$ cat src/cpu_types_pkg.sv
`default_nettype none

package cpu_types_pkg;

    // datapath widths
    parameter int WORD_W     = 32;
    parameter int REG_ADDR_W = 5;

    // major opcodes, instr[31:26]
    typedef enum logic [5:0] {
        RTYPE = 6'b000000,
        J     = 6'b000010,
        JAL   = 6'b000011,
        BEQ   = 6'b000100,
        BNE   = 6'b000101,
        ADDI  = 6'b001000,
        ADDIU = 6'b001001,
        SLTI  = 6'b001010,
        ANDI  = 6'b001100,
        ORI   = 6'b001101,
        XORI  = 6'b001110,
        LUI   = 6'b001111,
        LW    = 6'b100011,
        SW    = 6'b101011,
        HALT  = 6'b111111
    } opcode_t;

    // r-type function field, instr[5:0]
    typedef enum logic [5:0] {
        ALU_SLL  = 6'b000000,
        ALU_SRL  = 6'b000010,
        JR       = 6'b001000,
        ALU_ADD  = 6'b100000,
        ALU_ADDU = 6'b100001,
        ALU_SUB  = 6'b100010,
        ALU_SUBU = 6'b100011,
        ALU_AND  = 6'b100100,
        ALU_OR   = 6'b100101,
        ALU_XOR  = 6'b100110,
        ALU_NOR  = 6'b100111,
        ALU_SLT  = 6'b101010,
        ALU_SLTU = 6'b101011
    } funct_t;

    // operations the alu understands
    typedef enum logic [3:0] {
        OP_ADD, OP_SUB, OP_AND, OP_OR, OP_XOR, OP_NOR,
        OP_SLT, OP_SLTU, OP_SLL, OP_SRL, OP_LUI
    } aluop_t;

    typedef enum logic [1:0] {
        FETCH, EXECUTE, MEMORY, HALTED
    } seq_state_t;

endpackage

`default_nettype wire

$ cat src/control_unit_if.sv
`timescale 1ns/1ps
`default_nettype none

interface control_unit_if;

    logic [cpu_types_pkg::WORD_W-1:0]     instr;
    // register fields split out of the instruction word
    logic [cpu_types_pkg::REG_ADDR_W-1:0] rs;
    logic [cpu_types_pkg::REG_ADDR_W-1:0] rt;
    logic [cpu_types_pkg::REG_ADDR_W-1:0] rd;

    cpu_types_pkg::aluop_t alu_op;
    logic alu_src_imm, imm_zero_ext, reg_dst_rd, link, reg_write;
    logic mem_read, mem_write, branch_eq, branch_ne, jump, jump_reg, halt;

    assign rs = instr[25:21];
    assign rt = instr[20:16];
    assign rd = instr[15:11];

    modport cu (
        input  instr,
        output alu_op, alu_src_imm, imm_zero_ext, reg_dst_rd, link, reg_write,
        output mem_read, mem_write, branch_eq, branch_ne, jump, jump_reg, halt
    );

    modport dp (
        output instr,
        input  rs, rt, rd,
        input  alu_op, alu_src_imm, imm_zero_ext, reg_dst_rd, link, reg_write,
        input  mem_read, mem_write, branch_eq, branch_ne, jump, jump_reg, halt
    );

endinterface

`default_nettype wire

$ cat src/control_unit.sv
`timescale 1ns/1ps
`default_nettype none

module control_unit (
    control_unit_if.cu cuif
);

    cpu_types_pkg::opcode_t opcode;
    cpu_types_pkg::funct_t  funct;

    assign opcode = cpu_types_pkg::opcode_t'(cuif.instr[cpu_types_pkg::WORD_W-1 -: 6]);
    assign funct  = cpu_types_pkg::funct_t'(cuif.instr[5:0]);

    always_comb begin
        // everything inactive unless decoded below, so unknown codes are no-ops
        cuif.alu_op       = cpu_types_pkg::OP_ADD;
        cuif.alu_src_imm  = 1'b0;
        cuif.imm_zero_ext = 1'b0;
        cuif.reg_dst_rd   = 1'b0;
        cuif.link         = 1'b0;
        cuif.reg_write    = 1'b0;
        cuif.mem_read     = 1'b0;
        cuif.mem_write    = 1'b0;
        cuif.branch_eq    = 1'b0;
        cuif.branch_ne    = 1'b0;
        cuif.jump         = 1'b0;
        cuif.jump_reg     = 1'b0;
        cuif.halt         = 1'b0;

        case (opcode)
            cpu_types_pkg::RTYPE: begin
                cuif.reg_dst_rd = 1'b1;
                cuif.reg_write  = 1'b1;
                case (funct)
                    cpu_types_pkg::ALU_ADD,
                    cpu_types_pkg::ALU_ADDU: cuif.alu_op = cpu_types_pkg::OP_ADD;
                    cpu_types_pkg::ALU_SUB,
                    cpu_types_pkg::ALU_SUBU: cuif.alu_op = cpu_types_pkg::OP_SUB;
                    cpu_types_pkg::ALU_AND:  cuif.alu_op = cpu_types_pkg::OP_AND;
                    cpu_types_pkg::ALU_OR:   cuif.alu_op = cpu_types_pkg::OP_OR;
                    cpu_types_pkg::ALU_XOR:  cuif.alu_op = cpu_types_pkg::OP_XOR;
                    cpu_types_pkg::ALU_NOR:  cuif.alu_op = cpu_types_pkg::OP_NOR;
                    cpu_types_pkg::ALU_SLT:  cuif.alu_op = cpu_types_pkg::OP_SLT;
                    cpu_types_pkg::ALU_SLTU: cuif.alu_op = cpu_types_pkg::OP_SLTU;
                    cpu_types_pkg::ALU_SLL:  cuif.alu_op = cpu_types_pkg::OP_SLL;
                    cpu_types_pkg::ALU_SRL:  cuif.alu_op = cpu_types_pkg::OP_SRL;
                    cpu_types_pkg::JR: begin
                        cuif.reg_write = 1'b0;
                        cuif.jump_reg  = 1'b1;
                    end
                    default: begin
                        cuif.reg_dst_rd = 1'b0;
                        cuif.reg_write  = 1'b0;
                    end
                endcase
            end
            cpu_types_pkg::J: cuif.jump = 1'b1;
            cpu_types_pkg::JAL: begin
                cuif.jump      = 1'b1;
                cuif.link      = 1'b1;
                cuif.reg_write = 1'b1;
            end
            // compare by subtraction, decided on the zero flag
            cpu_types_pkg::BEQ: begin
                cuif.alu_op    = cpu_types_pkg::OP_SUB;
                cuif.branch_eq = 1'b1;
            end
            cpu_types_pkg::BNE: begin
                cuif.alu_op    = cpu_types_pkg::OP_SUB;
                cuif.branch_ne = 1'b1;
            end
            cpu_types_pkg::ADDI, cpu_types_pkg::ADDIU: begin
                cuif.alu_src_imm = 1'b1;
                cuif.reg_write   = 1'b1;
            end
            cpu_types_pkg::SLTI: begin
                cuif.alu_op      = cpu_types_pkg::OP_SLT;
                cuif.alu_src_imm = 1'b1;
                cuif.reg_write   = 1'b1;
            end
            cpu_types_pkg::ANDI, cpu_types_pkg::ORI, cpu_types_pkg::XORI,
            cpu_types_pkg::LUI: begin
                cuif.alu_src_imm  = 1'b1;
                cuif.imm_zero_ext = 1'b1;
                cuif.reg_write    = 1'b1;
                case (opcode)
                    cpu_types_pkg::ANDI: cuif.alu_op = cpu_types_pkg::OP_AND;
                    cpu_types_pkg::ORI:  cuif.alu_op = cpu_types_pkg::OP_OR;
                    cpu_types_pkg::XORI: cuif.alu_op = cpu_types_pkg::OP_XOR;
                    default:             cuif.alu_op = cpu_types_pkg::OP_LUI;
                endcase
            end
            // address is rs plus the sign-extended offset
            cpu_types_pkg::LW: begin
                cuif.alu_src_imm = 1'b1;
                cuif.reg_write   = 1'b1;
                cuif.mem_read    = 1'b1;
            end
            cpu_types_pkg::SW: begin
                cuif.alu_src_imm = 1'b1;
                cuif.mem_write   = 1'b1;
            end
            cpu_types_pkg::HALT: cuif.halt = 1'b1;
            default: ;
        endcase
    end

endmodule

`default_nettype wire

$ cat src/alu.sv
`timescale 1ns/1ps
`default_nettype none

module alu (
    input  logic [cpu_types_pkg::WORD_W-1:0] a,
    input  logic [cpu_types_pkg::WORD_W-1:0] b,
    input  logic [4:0]                       shamt,
    input  cpu_types_pkg::aluop_t            op,
    output logic [cpu_types_pkg::WORD_W-1:0] result,
    output logic                             zero
);

    always_comb begin
        case (op)
            cpu_types_pkg::OP_ADD:  result = a + b;
            cpu_types_pkg::OP_SUB:  result = a - b;
            cpu_types_pkg::OP_AND:  result = a & b;
            cpu_types_pkg::OP_OR:   result = a | b;
            cpu_types_pkg::OP_XOR:  result = a ^ b;
            cpu_types_pkg::OP_NOR:  result = ~(a | b);
            cpu_types_pkg::OP_SLT: begin
                result = {{(cpu_types_pkg::WORD_W-1){1'b0}}, $signed(a) < $signed(b)};
            end
            cpu_types_pkg::OP_SLTU: begin
                result = {{(cpu_types_pkg::WORD_W-1){1'b0}}, a < b};
            end
            // shifts act on the rt operand
            cpu_types_pkg::OP_SLL:  result = b << shamt;
            cpu_types_pkg::OP_SRL:  result = b >> shamt;
            cpu_types_pkg::OP_LUI:  result = {b[15:0], 16'h0000};
            default:                result = '0;
        endcase
    end

    // used for beq / bne after a subtract
    assign zero = (result == '0);

endmodule

`default_nettype wire

$ cat src/register_file.sv
`timescale 1ns/1ps
`default_nettype none

module register_file (
    input  logic                                 CLK,
    input  logic                                 arst_n,
    input  logic [cpu_types_pkg::REG_ADDR_W-1:0] rs_addr,
    input  logic [cpu_types_pkg::REG_ADDR_W-1:0] rt_addr,
    input  logic [cpu_types_pkg::REG_ADDR_W-1:0] wr_addr,
    input  logic                                 wr_en,
    input  logic [cpu_types_pkg::WORD_W-1:0]     wr_data,
    output logic [cpu_types_pkg::WORD_W-1:0]     rs_data,
    output logic [cpu_types_pkg::WORD_W-1:0]     rt_data
);

    localparam int NUM_REGS = 2 ** cpu_types_pkg::REG_ADDR_W;

    logic [cpu_types_pkg::WORD_W-1:0] regs [NUM_REGS];

    always_ff @(posedge CLK or negedge arst_n) begin
        if (!arst_n) begin
            for (int i = 0; i < NUM_REGS; i++) begin
                regs[i] <= '0;
            end
        end else if (wr_en && (wr_addr != '0)) begin
            // r0 never written so it always reads back 0
            regs[wr_addr] <= wr_data;
        end
    end

    assign rs_data = regs[rs_addr];
    assign rt_data = regs[rt_addr];

endmodule

`default_nettype wire

$ cat src/core_datapath.sv
`timescale 1ns/1ps
`default_nettype none

module core_datapath #(
    parameter logic [cpu_types_pkg::WORD_W-1:0] RESET_PC   = '0,
    parameter int                               ADDR_WIDTH = 16
) (
    input  logic                             CLK,
    input  logic                             arst_n,
    control_unit_if.dp                       cuif,
    output logic                             wb_cyc,
    output logic                             wb_stb,
    output logic                             wb_we,
    output logic [ADDR_WIDTH-1:0]            wb_adr,
    output logic [cpu_types_pkg::WORD_W-1:0] wb_dat_w,
    input  logic [cpu_types_pkg::WORD_W-1:0] wb_dat_r,
    input  logic                             wb_ack,
    output logic                             halt
);

    localparam int W = cpu_types_pkg::WORD_W;

    cpu_types_pkg::seq_state_t state;

    logic [W-1:0] pc, ir, pc_plus4, next_pc;
    logic [W-1:0] imm_sext, imm_zext, alu_b, alu_result;
    logic [W-1:0] rs_data, rt_data, wr_data;
    logic [W-1:0] branch_target, jump_target;
    logic [cpu_types_pkg::REG_ADDR_W-1:0] wr_addr;
    logic alu_zero, branch_taken, mem_access, wr_en;

    assign cuif.instr = ir;

    // operand selection
    assign imm_sext = {{(W-16){ir[15]}}, ir[15:0]};
    assign imm_zext = {{(W-16){1'b0}}, ir[15:0]};
    assign alu_b    = !cuif.alu_src_imm ? rt_data :
                      cuif.imm_zero_ext ? imm_zext : imm_sext;

    alu u_alu (
        .a      (rs_data),
        .b      (alu_b),
        .shamt  (ir[10:6]),
        .op     (cuif.alu_op),
        .result (alu_result),
        .zero   (alu_zero)
    );

    // next pc
    assign pc_plus4      = pc + W'(4);
    assign branch_target = pc_plus4 + {imm_sext[W-3:0], 2'b00};
    assign jump_target   = {pc_plus4[W-1:28], ir[25:0], 2'b00};
    assign branch_taken  = (cuif.branch_eq && alu_zero) || (cuif.branch_ne && !alu_zero);
    assign next_pc       = cuif.jump_reg ? rs_data :
                           cuif.jump     ? jump_target :
                           branch_taken  ? branch_target : pc_plus4;

    assign mem_access = cuif.mem_read || cuif.mem_write;

    // write-back, loads only once the data phase is acked
    assign wr_en = ((state == cpu_types_pkg::EXECUTE) && cuif.reg_write && !cuif.mem_read) ||
                   ((state == cpu_types_pkg::MEMORY) && cuif.mem_read && wb_ack);
    assign wr_addr = cuif.link       ? cpu_types_pkg::REG_ADDR_W'(31) :
                     cuif.reg_dst_rd ? cuif.rd : cuif.rt;
    assign wr_data = (state == cpu_types_pkg::MEMORY) ? wb_dat_r :
                     cuif.link ? pc_plus4 : alu_result;

    register_file u_register_file (
        .CLK     (CLK),
        .arst_n  (arst_n),
        .rs_addr (cuif.rs),
        .rt_addr (cuif.rt),
        .wr_addr (wr_addr),
        .wr_en   (wr_en),
        .wr_data (wr_data),
        .rs_data (rs_data),
        .rt_data (rt_data)
    );

    always_ff @(posedge CLK or negedge arst_n) begin
        if (!arst_n) begin
            state  <= cpu_types_pkg::FETCH;
            pc     <= RESET_PC;
            ir     <= '0;
            wb_cyc <= 1'b0;
            wb_stb <= 1'b0;
            wb_we  <= 1'b0;
        end else begin
            case (state)
                cpu_types_pkg::FETCH: begin
                    if (!wb_cyc) begin
                        // idle after reset or after a data cycle
                        wb_cyc <= 1'b1;
                        wb_stb <= 1'b1;
                        wb_we  <= 1'b0;
                    end else if (wb_ack) begin
                        wb_cyc <= 1'b0;
                        wb_stb <= 1'b0;
                        ir     <= wb_dat_r;
                        state  <= cpu_types_pkg::EXECUTE;
                    end
                end
                cpu_types_pkg::EXECUTE: begin
                    if (cuif.halt) begin
                        state <= cpu_types_pkg::HALTED;
                    end else if (mem_access) begin
                        wb_cyc <= 1'b1;
                        wb_stb <= 1'b1;
                        wb_we  <= cuif.mem_write;
                        state  <= cpu_types_pkg::MEMORY;
                    end else begin
                        // start the next fetch right away
                        pc     <= next_pc;
                        wb_cyc <= 1'b1;
                        wb_stb <= 1'b1;
                        state  <= cpu_types_pkg::FETCH;
                    end
                end
                cpu_types_pkg::MEMORY: begin
                    if (wb_ack) begin
                        wb_cyc <= 1'b0;
                        wb_stb <= 1'b0;
                        wb_we  <= 1'b0;
                        pc     <= pc_plus4;
                        state  <= cpu_types_pkg::FETCH;
                    end
                end
                default: ;
            endcase
        end
    end

    // address and write data, loaded only when a cycle starts
    always_ff @(posedge CLK) begin
        if ((state == cpu_types_pkg::FETCH) && !wb_cyc) begin
            wb_adr <= pc[ADDR_WIDTH-1:0];
        end else if (state == cpu_types_pkg::EXECUTE) begin
            wb_adr   <= mem_access ? alu_result[ADDR_WIDTH-1:0] : next_pc[ADDR_WIDTH-1:0];
            wb_dat_w <= rt_data;
        end
    end

    assign halt = (state == cpu_types_pkg::HALTED);

endmodule

`default_nettype wire

$ cat src/mips_core.sv
`timescale 1ns/1ps
`default_nettype none

module mips_core #(
    parameter logic [cpu_types_pkg::WORD_W-1:0] RESET_PC   = '0,
    parameter int                               ADDR_WIDTH = 16
) (
    input  logic                             CLK,
    input  logic                             arst_n,
    output logic                             wb_cyc,
    output logic                             wb_stb,
    output logic                             wb_we,
    output logic [ADDR_WIDTH-1:0]            wb_adr,
    output logic [cpu_types_pkg::WORD_W-1:0] wb_dat_w,
    input  logic [cpu_types_pkg::WORD_W-1:0] wb_dat_r,
    input  logic                             wb_ack,
    output logic                             halt
);

    control_unit_if cuif ();

    control_unit u_control_unit (
        .cuif (cuif.cu)
    );

    core_datapath #(
        .RESET_PC   (RESET_PC),
        .ADDR_WIDTH (ADDR_WIDTH)
    ) u_core_datapath (
        .CLK      (CLK),
        .arst_n   (arst_n),
        .cuif     (cuif.dp),
        .wb_cyc   (wb_cyc),
        .wb_stb   (wb_stb),
        .wb_we    (wb_we),
        .wb_adr   (wb_adr),
        .wb_dat_w (wb_dat_w),
        .wb_dat_r (wb_dat_r),
        .wb_ack   (wb_ack),
        .halt     (halt)
    );

endmodule

`default_nettype wire

$ cat config.mk
export PLATFORM = sky130hd
export DESIGN_NAME = mips_core
export DESIGN_NICKNAME = d
export VERILOG_FILES = /design/src/cpu_types_pkg.sv /design/src/control_unit_if.sv /design/src/control_unit.sv /design/src/alu.sv /design/src/register_file.sv /design/src/core_datapath.sv /design/src/mips_core.sv
export SDC_FILE = /design/constraint.sdc
export NUM_CORES = 2
export LEC_CHECK = 0
export BUFFER_PORTS_ARGS = -buffer_cell sky130_fd_sc_hd__buf_2
export CAP_MARGIN = 20
export CORE_MARGIN = 1.5
export CORE_UTILIZATION = 65
export CTS_CLUSTER_SIZE = 40
export DETAILED_ROUTE_END_ITERATION = 12
export GPL_TIMING_DRIVEN = 0
export PLACE_DENSITY = 0.81
export SYNTH_ARGS = -nofsm -noshare
export SYNTH_HDL_FRONTEND = slang
export SYNTH_SLANG_ARGS = --single-unit
export TNS_END_PERCENT = 5
$ cat constraint.sdc
create_clock -name CLK -period 9.55 [get_ports CLK]
set_input_delay 0.955 -clock CLK [delete_from_list [all_inputs] [get_ports CLK]]
set_output_delay 0.955 -clock CLK [all_outputs]
set_load 0.005 [all_outputs]
==> results of run 1 <==
[Yosys cell counts, types with 41 or more instances]
master and instances:
dfrtp_1 1093, nand2_1 827, a21oi_1 768, nor2_1 723, o21ai_0 714, clkbuf_1 532, mux2i_1 521, mux4_2 391
a22oi_1 243, inv_1 142, ha_1 138, nand3_1 88, nor3_1 84, buf_1 74, mux2_2 68, a211oi_1 62
buf_2 52, o22ai_1 49, edfxtp_1 48, o221ai_1 41
[routing by layer]
layer	track usage	GRT overflow
met5	0.495	6
met4	0.844	302
met2	0.969	428
met3	0.749	60
met1	0.858	20
[logic make-up after synthesis]
family / after synthesis / share of synthesized area
AOI/OAI and AO/OA: 2246 / 0.189
muxes: 982 / 0.208
xor gates and xnor gates: 58 / 0.00713
buffers and inverters: 849 / 0.0487
and+or+nand+nor: 1972 / 0.118
DFF: 1141 / 0.404
adders and majority gates: 141 / 0.0251
[timing repair]
| item | CTS |
|---|---|
| pin swaps | 1 |
| buffers inserted | 3 |
| gates resized for setup | 122 |
| endpoints found under the setup margin | 816 |
[through the flow]
step,instances,setup TNS [ns]
CTS,9243,0
detailed placement,9021,-805.36
global placement,8889,-
floorplan,7389,0
==> impl_metrics.toml, run 1 <==
[synth]
async_reset_ff_frac = 0.958
synth_area_um2 = 71300
synth_top_area_frac = 0.384
yosys.area.top_type = "dfrtp_1"
syn_nets = 7565
ys_warn_count = 0
syn-mean-instance-area_um2 = 9.65
synth_cell_types = 102
netlist_top_cells_area = "dfrtp_1 (38%), mux4_2 (12%), mux2i_1 (7.3%), a21oi_1 (5.4%), o21ai_0 (5.0%)"
synth_edf_count = 48
ys_ff_latch = 1141
synthCells = 7389
synth-main-ff-cell = "dfrtp_1"
ys_seq_area_frac = 0.404

[global_route]
grt_max_degree = 176
overflow = 816
grt_pass1_vias = 84900
track_usage = 0.854
grt_pass1_wl_mm = 687

[cts]
cts_buffers = 118
clk_path_buf_depth = 3
cts_hold_buf = 0
htree_num_levels = 3
clkSinkCount = 1141
root_buffer = "clkbuf_16"

[floorplanning]
ios = 87
initial_core_util = 0.655
num_rows = 121
die_h_um = 334
die_w_um = 334

[placed_design]
portBuffers = 86
gp_congestion = 1.25
place_ws_ns = -2.89
dpl.hpwl_mm = 298
dpl_cell_area_um2 = 75500

[run_status]
haltStage = "global routing (5_1_grt)"
status = "aborted with a tool error"
tool.error = "[ERROR GRT-0116] Global routing finished with congestion. Check the congestion regions in the DRC Viewer."
==> run 2: changes to the inputs <==
--- a/config.mk
+++ b/config.mk
@@ -8,11 +8,10 @@
 export BUFFER_PORTS_ARGS = -buffer_cell sky130_fd_sc_hd__buf_2
 export CAP_MARGIN = 20
 export CORE_MARGIN = 1.5
-export CORE_UTILIZATION = 65
-export CTS_CLUSTER_SIZE = 40
+export CORE_UTILIZATION = 40
 export DETAILED_ROUTE_END_ITERATION = 12
 export GPL_TIMING_DRIVEN = 0
-export PLACE_DENSITY = 0.81
+export PLACE_DENSITY_LB_ADDON = 0.15
 export SYNTH_ARGS = -nofsm -noshare
 export SYNTH_HDL_FRONTEND = slang
 export SYNTH_SLANG_ARGS = --single-unit
==> impl_metrics.toml, run 2 <==
[synth]
syn-mean-instance-area_um2 = 9.65
async_reset_ff_frac = 0.958
syn_nets = 7565
synthTopCellsByCount = "dfrtp_1 (1093), nand2_1 (827), a21oi_1 (768)"
synth-main-ff-cell = "dfrtp_1"
yosysMostFrequentCell = "dfrtp_1"
synth_area_um2 = 71300
yosys.area.top_type = "dfrtp_1"
netlist_top_cells_area = "dfrtp_1 (38%), mux4_2 (12%), mux2i_1 (7.3%), a21oi_1 (5.4%), o21ai_0 (5.0%)"
synthCells = 7389
synth_top_area_frac = 0.384
synth_cell_types = 102
synth_edf_count = 48
ys_seq_area_frac = 0.404
ys_ff_latch = 1141
ys_warn_count = 0

[floorplanning]
ios = 87
die_h_um = 425
initial_core_util = 0.404
die_area_um2 = 181000
coreArea_um2 = 176000
die_w_um = 425
num_rows = 154

[sta]
finalHoldViolations = 0
worst_slew_pin_slew_ns = 1.39
rsz0062_at_grt = "true"
fin_skew_ns = 0.0755
holdWs_ns = 0.185
fmax_mhz = 102
fin_setup_tns_ns = -3.19
slew_headroom = 0.0717
period_share = 1.03
drv_slew = 0
timing.final.ws_setup_ns = -0.281
setup_violations = 26
timing.final.crit_period_ns = 9.83

[worst_setup_path]
worstPathRequired_ns = 10.06
r2r-end = "u_core_datapath.wb_adr[9]"
rrSetupSlack_ns = -0.28
critPathKind = "flop to flop"
startpoint_type = "flop"
end_kind = "flop"
arrival_ns = 10.34
crit_fanout = 13
ff2ff_path_depth = 25
r2r_start = "u_core_datapath.cuif.instr[19]"

[run_status]
status = "finished, violations left"
violations = "setup timing"

[routing]
drc = 0
drt_first_pass_iters = 9
drt-total-wl_mm = 465
vias = 73500
drtAntennaViolNets = 0
via_per_inst = 7.15
initialDrtViolationCount = 13100
routedWlPerCell_um = 45.2

[global_route]
grt_pass1_wl_mm = 613
grt_max_degree = 164
track_usage = 0.504
overflow = 0
antenna_found_initial = 38
grt_pass1_vias = 68400

[finish]
final_cell_mix = "dfrtp_1 (1091), nand2_1 (826), a21oi_1 (758), nor2_1 (722), o21ai_0 (711)"
layout.area.seq_um2 = 28800
largest_register_ff_count = 1024
multiInputGateArea_um2 = 39600
nets = 7984
layout_commonest_cell = "dfrtp_1"
final_area_um2 = 82900
fillCellCount = 17100
drive_gt1_frac = 0.164
largest_register = "u_core_datapath.u_register_file.regs"
area_growth_syn_to_layout_pct = 16.3

[cts]
cts_buffers = 139
clkSinkCount = 1141
root_buffer = "clkbuf_16"
clk_pin_slew_ns = 0.06
htree_num_levels = 4
tritoncts = "done"
insertion_delay_ns = 0.86
clk_path_buf_depth = 3
cts_hold_buf = 0

[placed_design]
place_ws_ns = -2.81
dpl_cell_area_um2 = 77600
dpl.hpwl_mm = 343
gp_congestion = 1.08
portBuffers = 86

[run]
maxCapViolations = 0

[hold_path]
hold_class = "primary input to asynchronous set/reset pin"
==> run 2: cell counts after synthesis <==
Identical to the previous run, type by type.
==> run 2: worst max-delay path by stage <==
stage | from | to | cells past startpoint
detailed placement | u_core_datapath.cuif.instr[21] | u_core_datapath.wb_adr[9] | 25
global placement | arst_n | u_core_datapath.wb_we | 1
global route | u_core_datapath.cuif.instr[21] | u_core_datapath.wb_adr[9] | 25
finish | u_core_datapath.cuif.instr[19] | u_core_datapath.wb_adr[9] | 25
floorplan | u_core_datapath.cuif.instr[21] | u_core_datapath.wb_adr[9] | 25
CTS | u_core_datapath.cuif.instr[24] | u_core_datapath.wb_adr[13] | 26
==> run 2: cell families after synthesis <==
logic type	Yosys count	share of synthesized area
AO/OA/AOI/OAI	2246	0.189
XOR/XNOR	58	0.00713
adder cells (fa/ha/maj)	141	0.0251
buffers and inverters	849	0.0487
flip-flops	1141	0.404
multiplexers	982	0.208
AND/OR/NAND/NOR	1972	0.118
==> run 2: timing repair <==
action	CTS	global route
buffers inserted	6	1
pin swaps	3	1
setup endpoints to repair	874	80
gates resized for setup	130	62
==> run 2: metal layers <==
metal  GRT usage  routed length [um]  vias up
met3       0.224               63800     2081
met5     0.00556                 256        -
met4       0.462               53100       22
met2       0.716              192000     6577
li1            -                   -    28000
met1       0.564              156000    36900
==> run 2: metrics by stage <==
step / utilization / instances
floorplan: - / 7389
global placement: 0.423 / 9815
detailed placement: 0.440 / 9999
CTS: 0.468 / 10200
global route: 0.469 / 10300
finish: 0.470 / 10300
==> run 2: layout make-up <==
type                            instances  share of cell area
Antenna cell                           30            0.000906
Buffer                                695              0.0395
Clock buffer                          195              0.0474
Clock inverter                         51             0.00749
Inverter                              147             0.00675
Multi-Input combinational cell       5399               0.478
Sequential cell                      1141               0.347
Tap cell                             2340              0.0353
Timing Repair Buffer                  285              0.0377
==> run 2: worst max-delay path: stages, from the launching register on <==
cell and delay [ns]:
dfrtp_1 0.66, clkinvlp_4 0.31, nand2_1 0.13, clkbuf_4 0.55, clkbuf_4 0.65, a21oi_1 0.34, nor4_4 0.68, a21oi_1 0.23
buf_6 0.21, ha_1 0.39, nor3_2 0.39, o211ai_1 0.27, a211o_1 0.44, o2111ai_1 0.23, a41oi_2 0.28, o21a_1 0.26
nor4_2 0.41, o211ai_1 0.16, and3_1 0.23, o32ai_1 0.34, nand2_2 0.29, nor4_4 0.54, a211o_2 0.40, nand2_1 0.33
o311ai_2 0.53, a21oi_1 0.14
Power of run 2 is left out: the tool's default activity adds up to more than one toggle a clock period on the data nets, which glitch-free logic cannot reach.
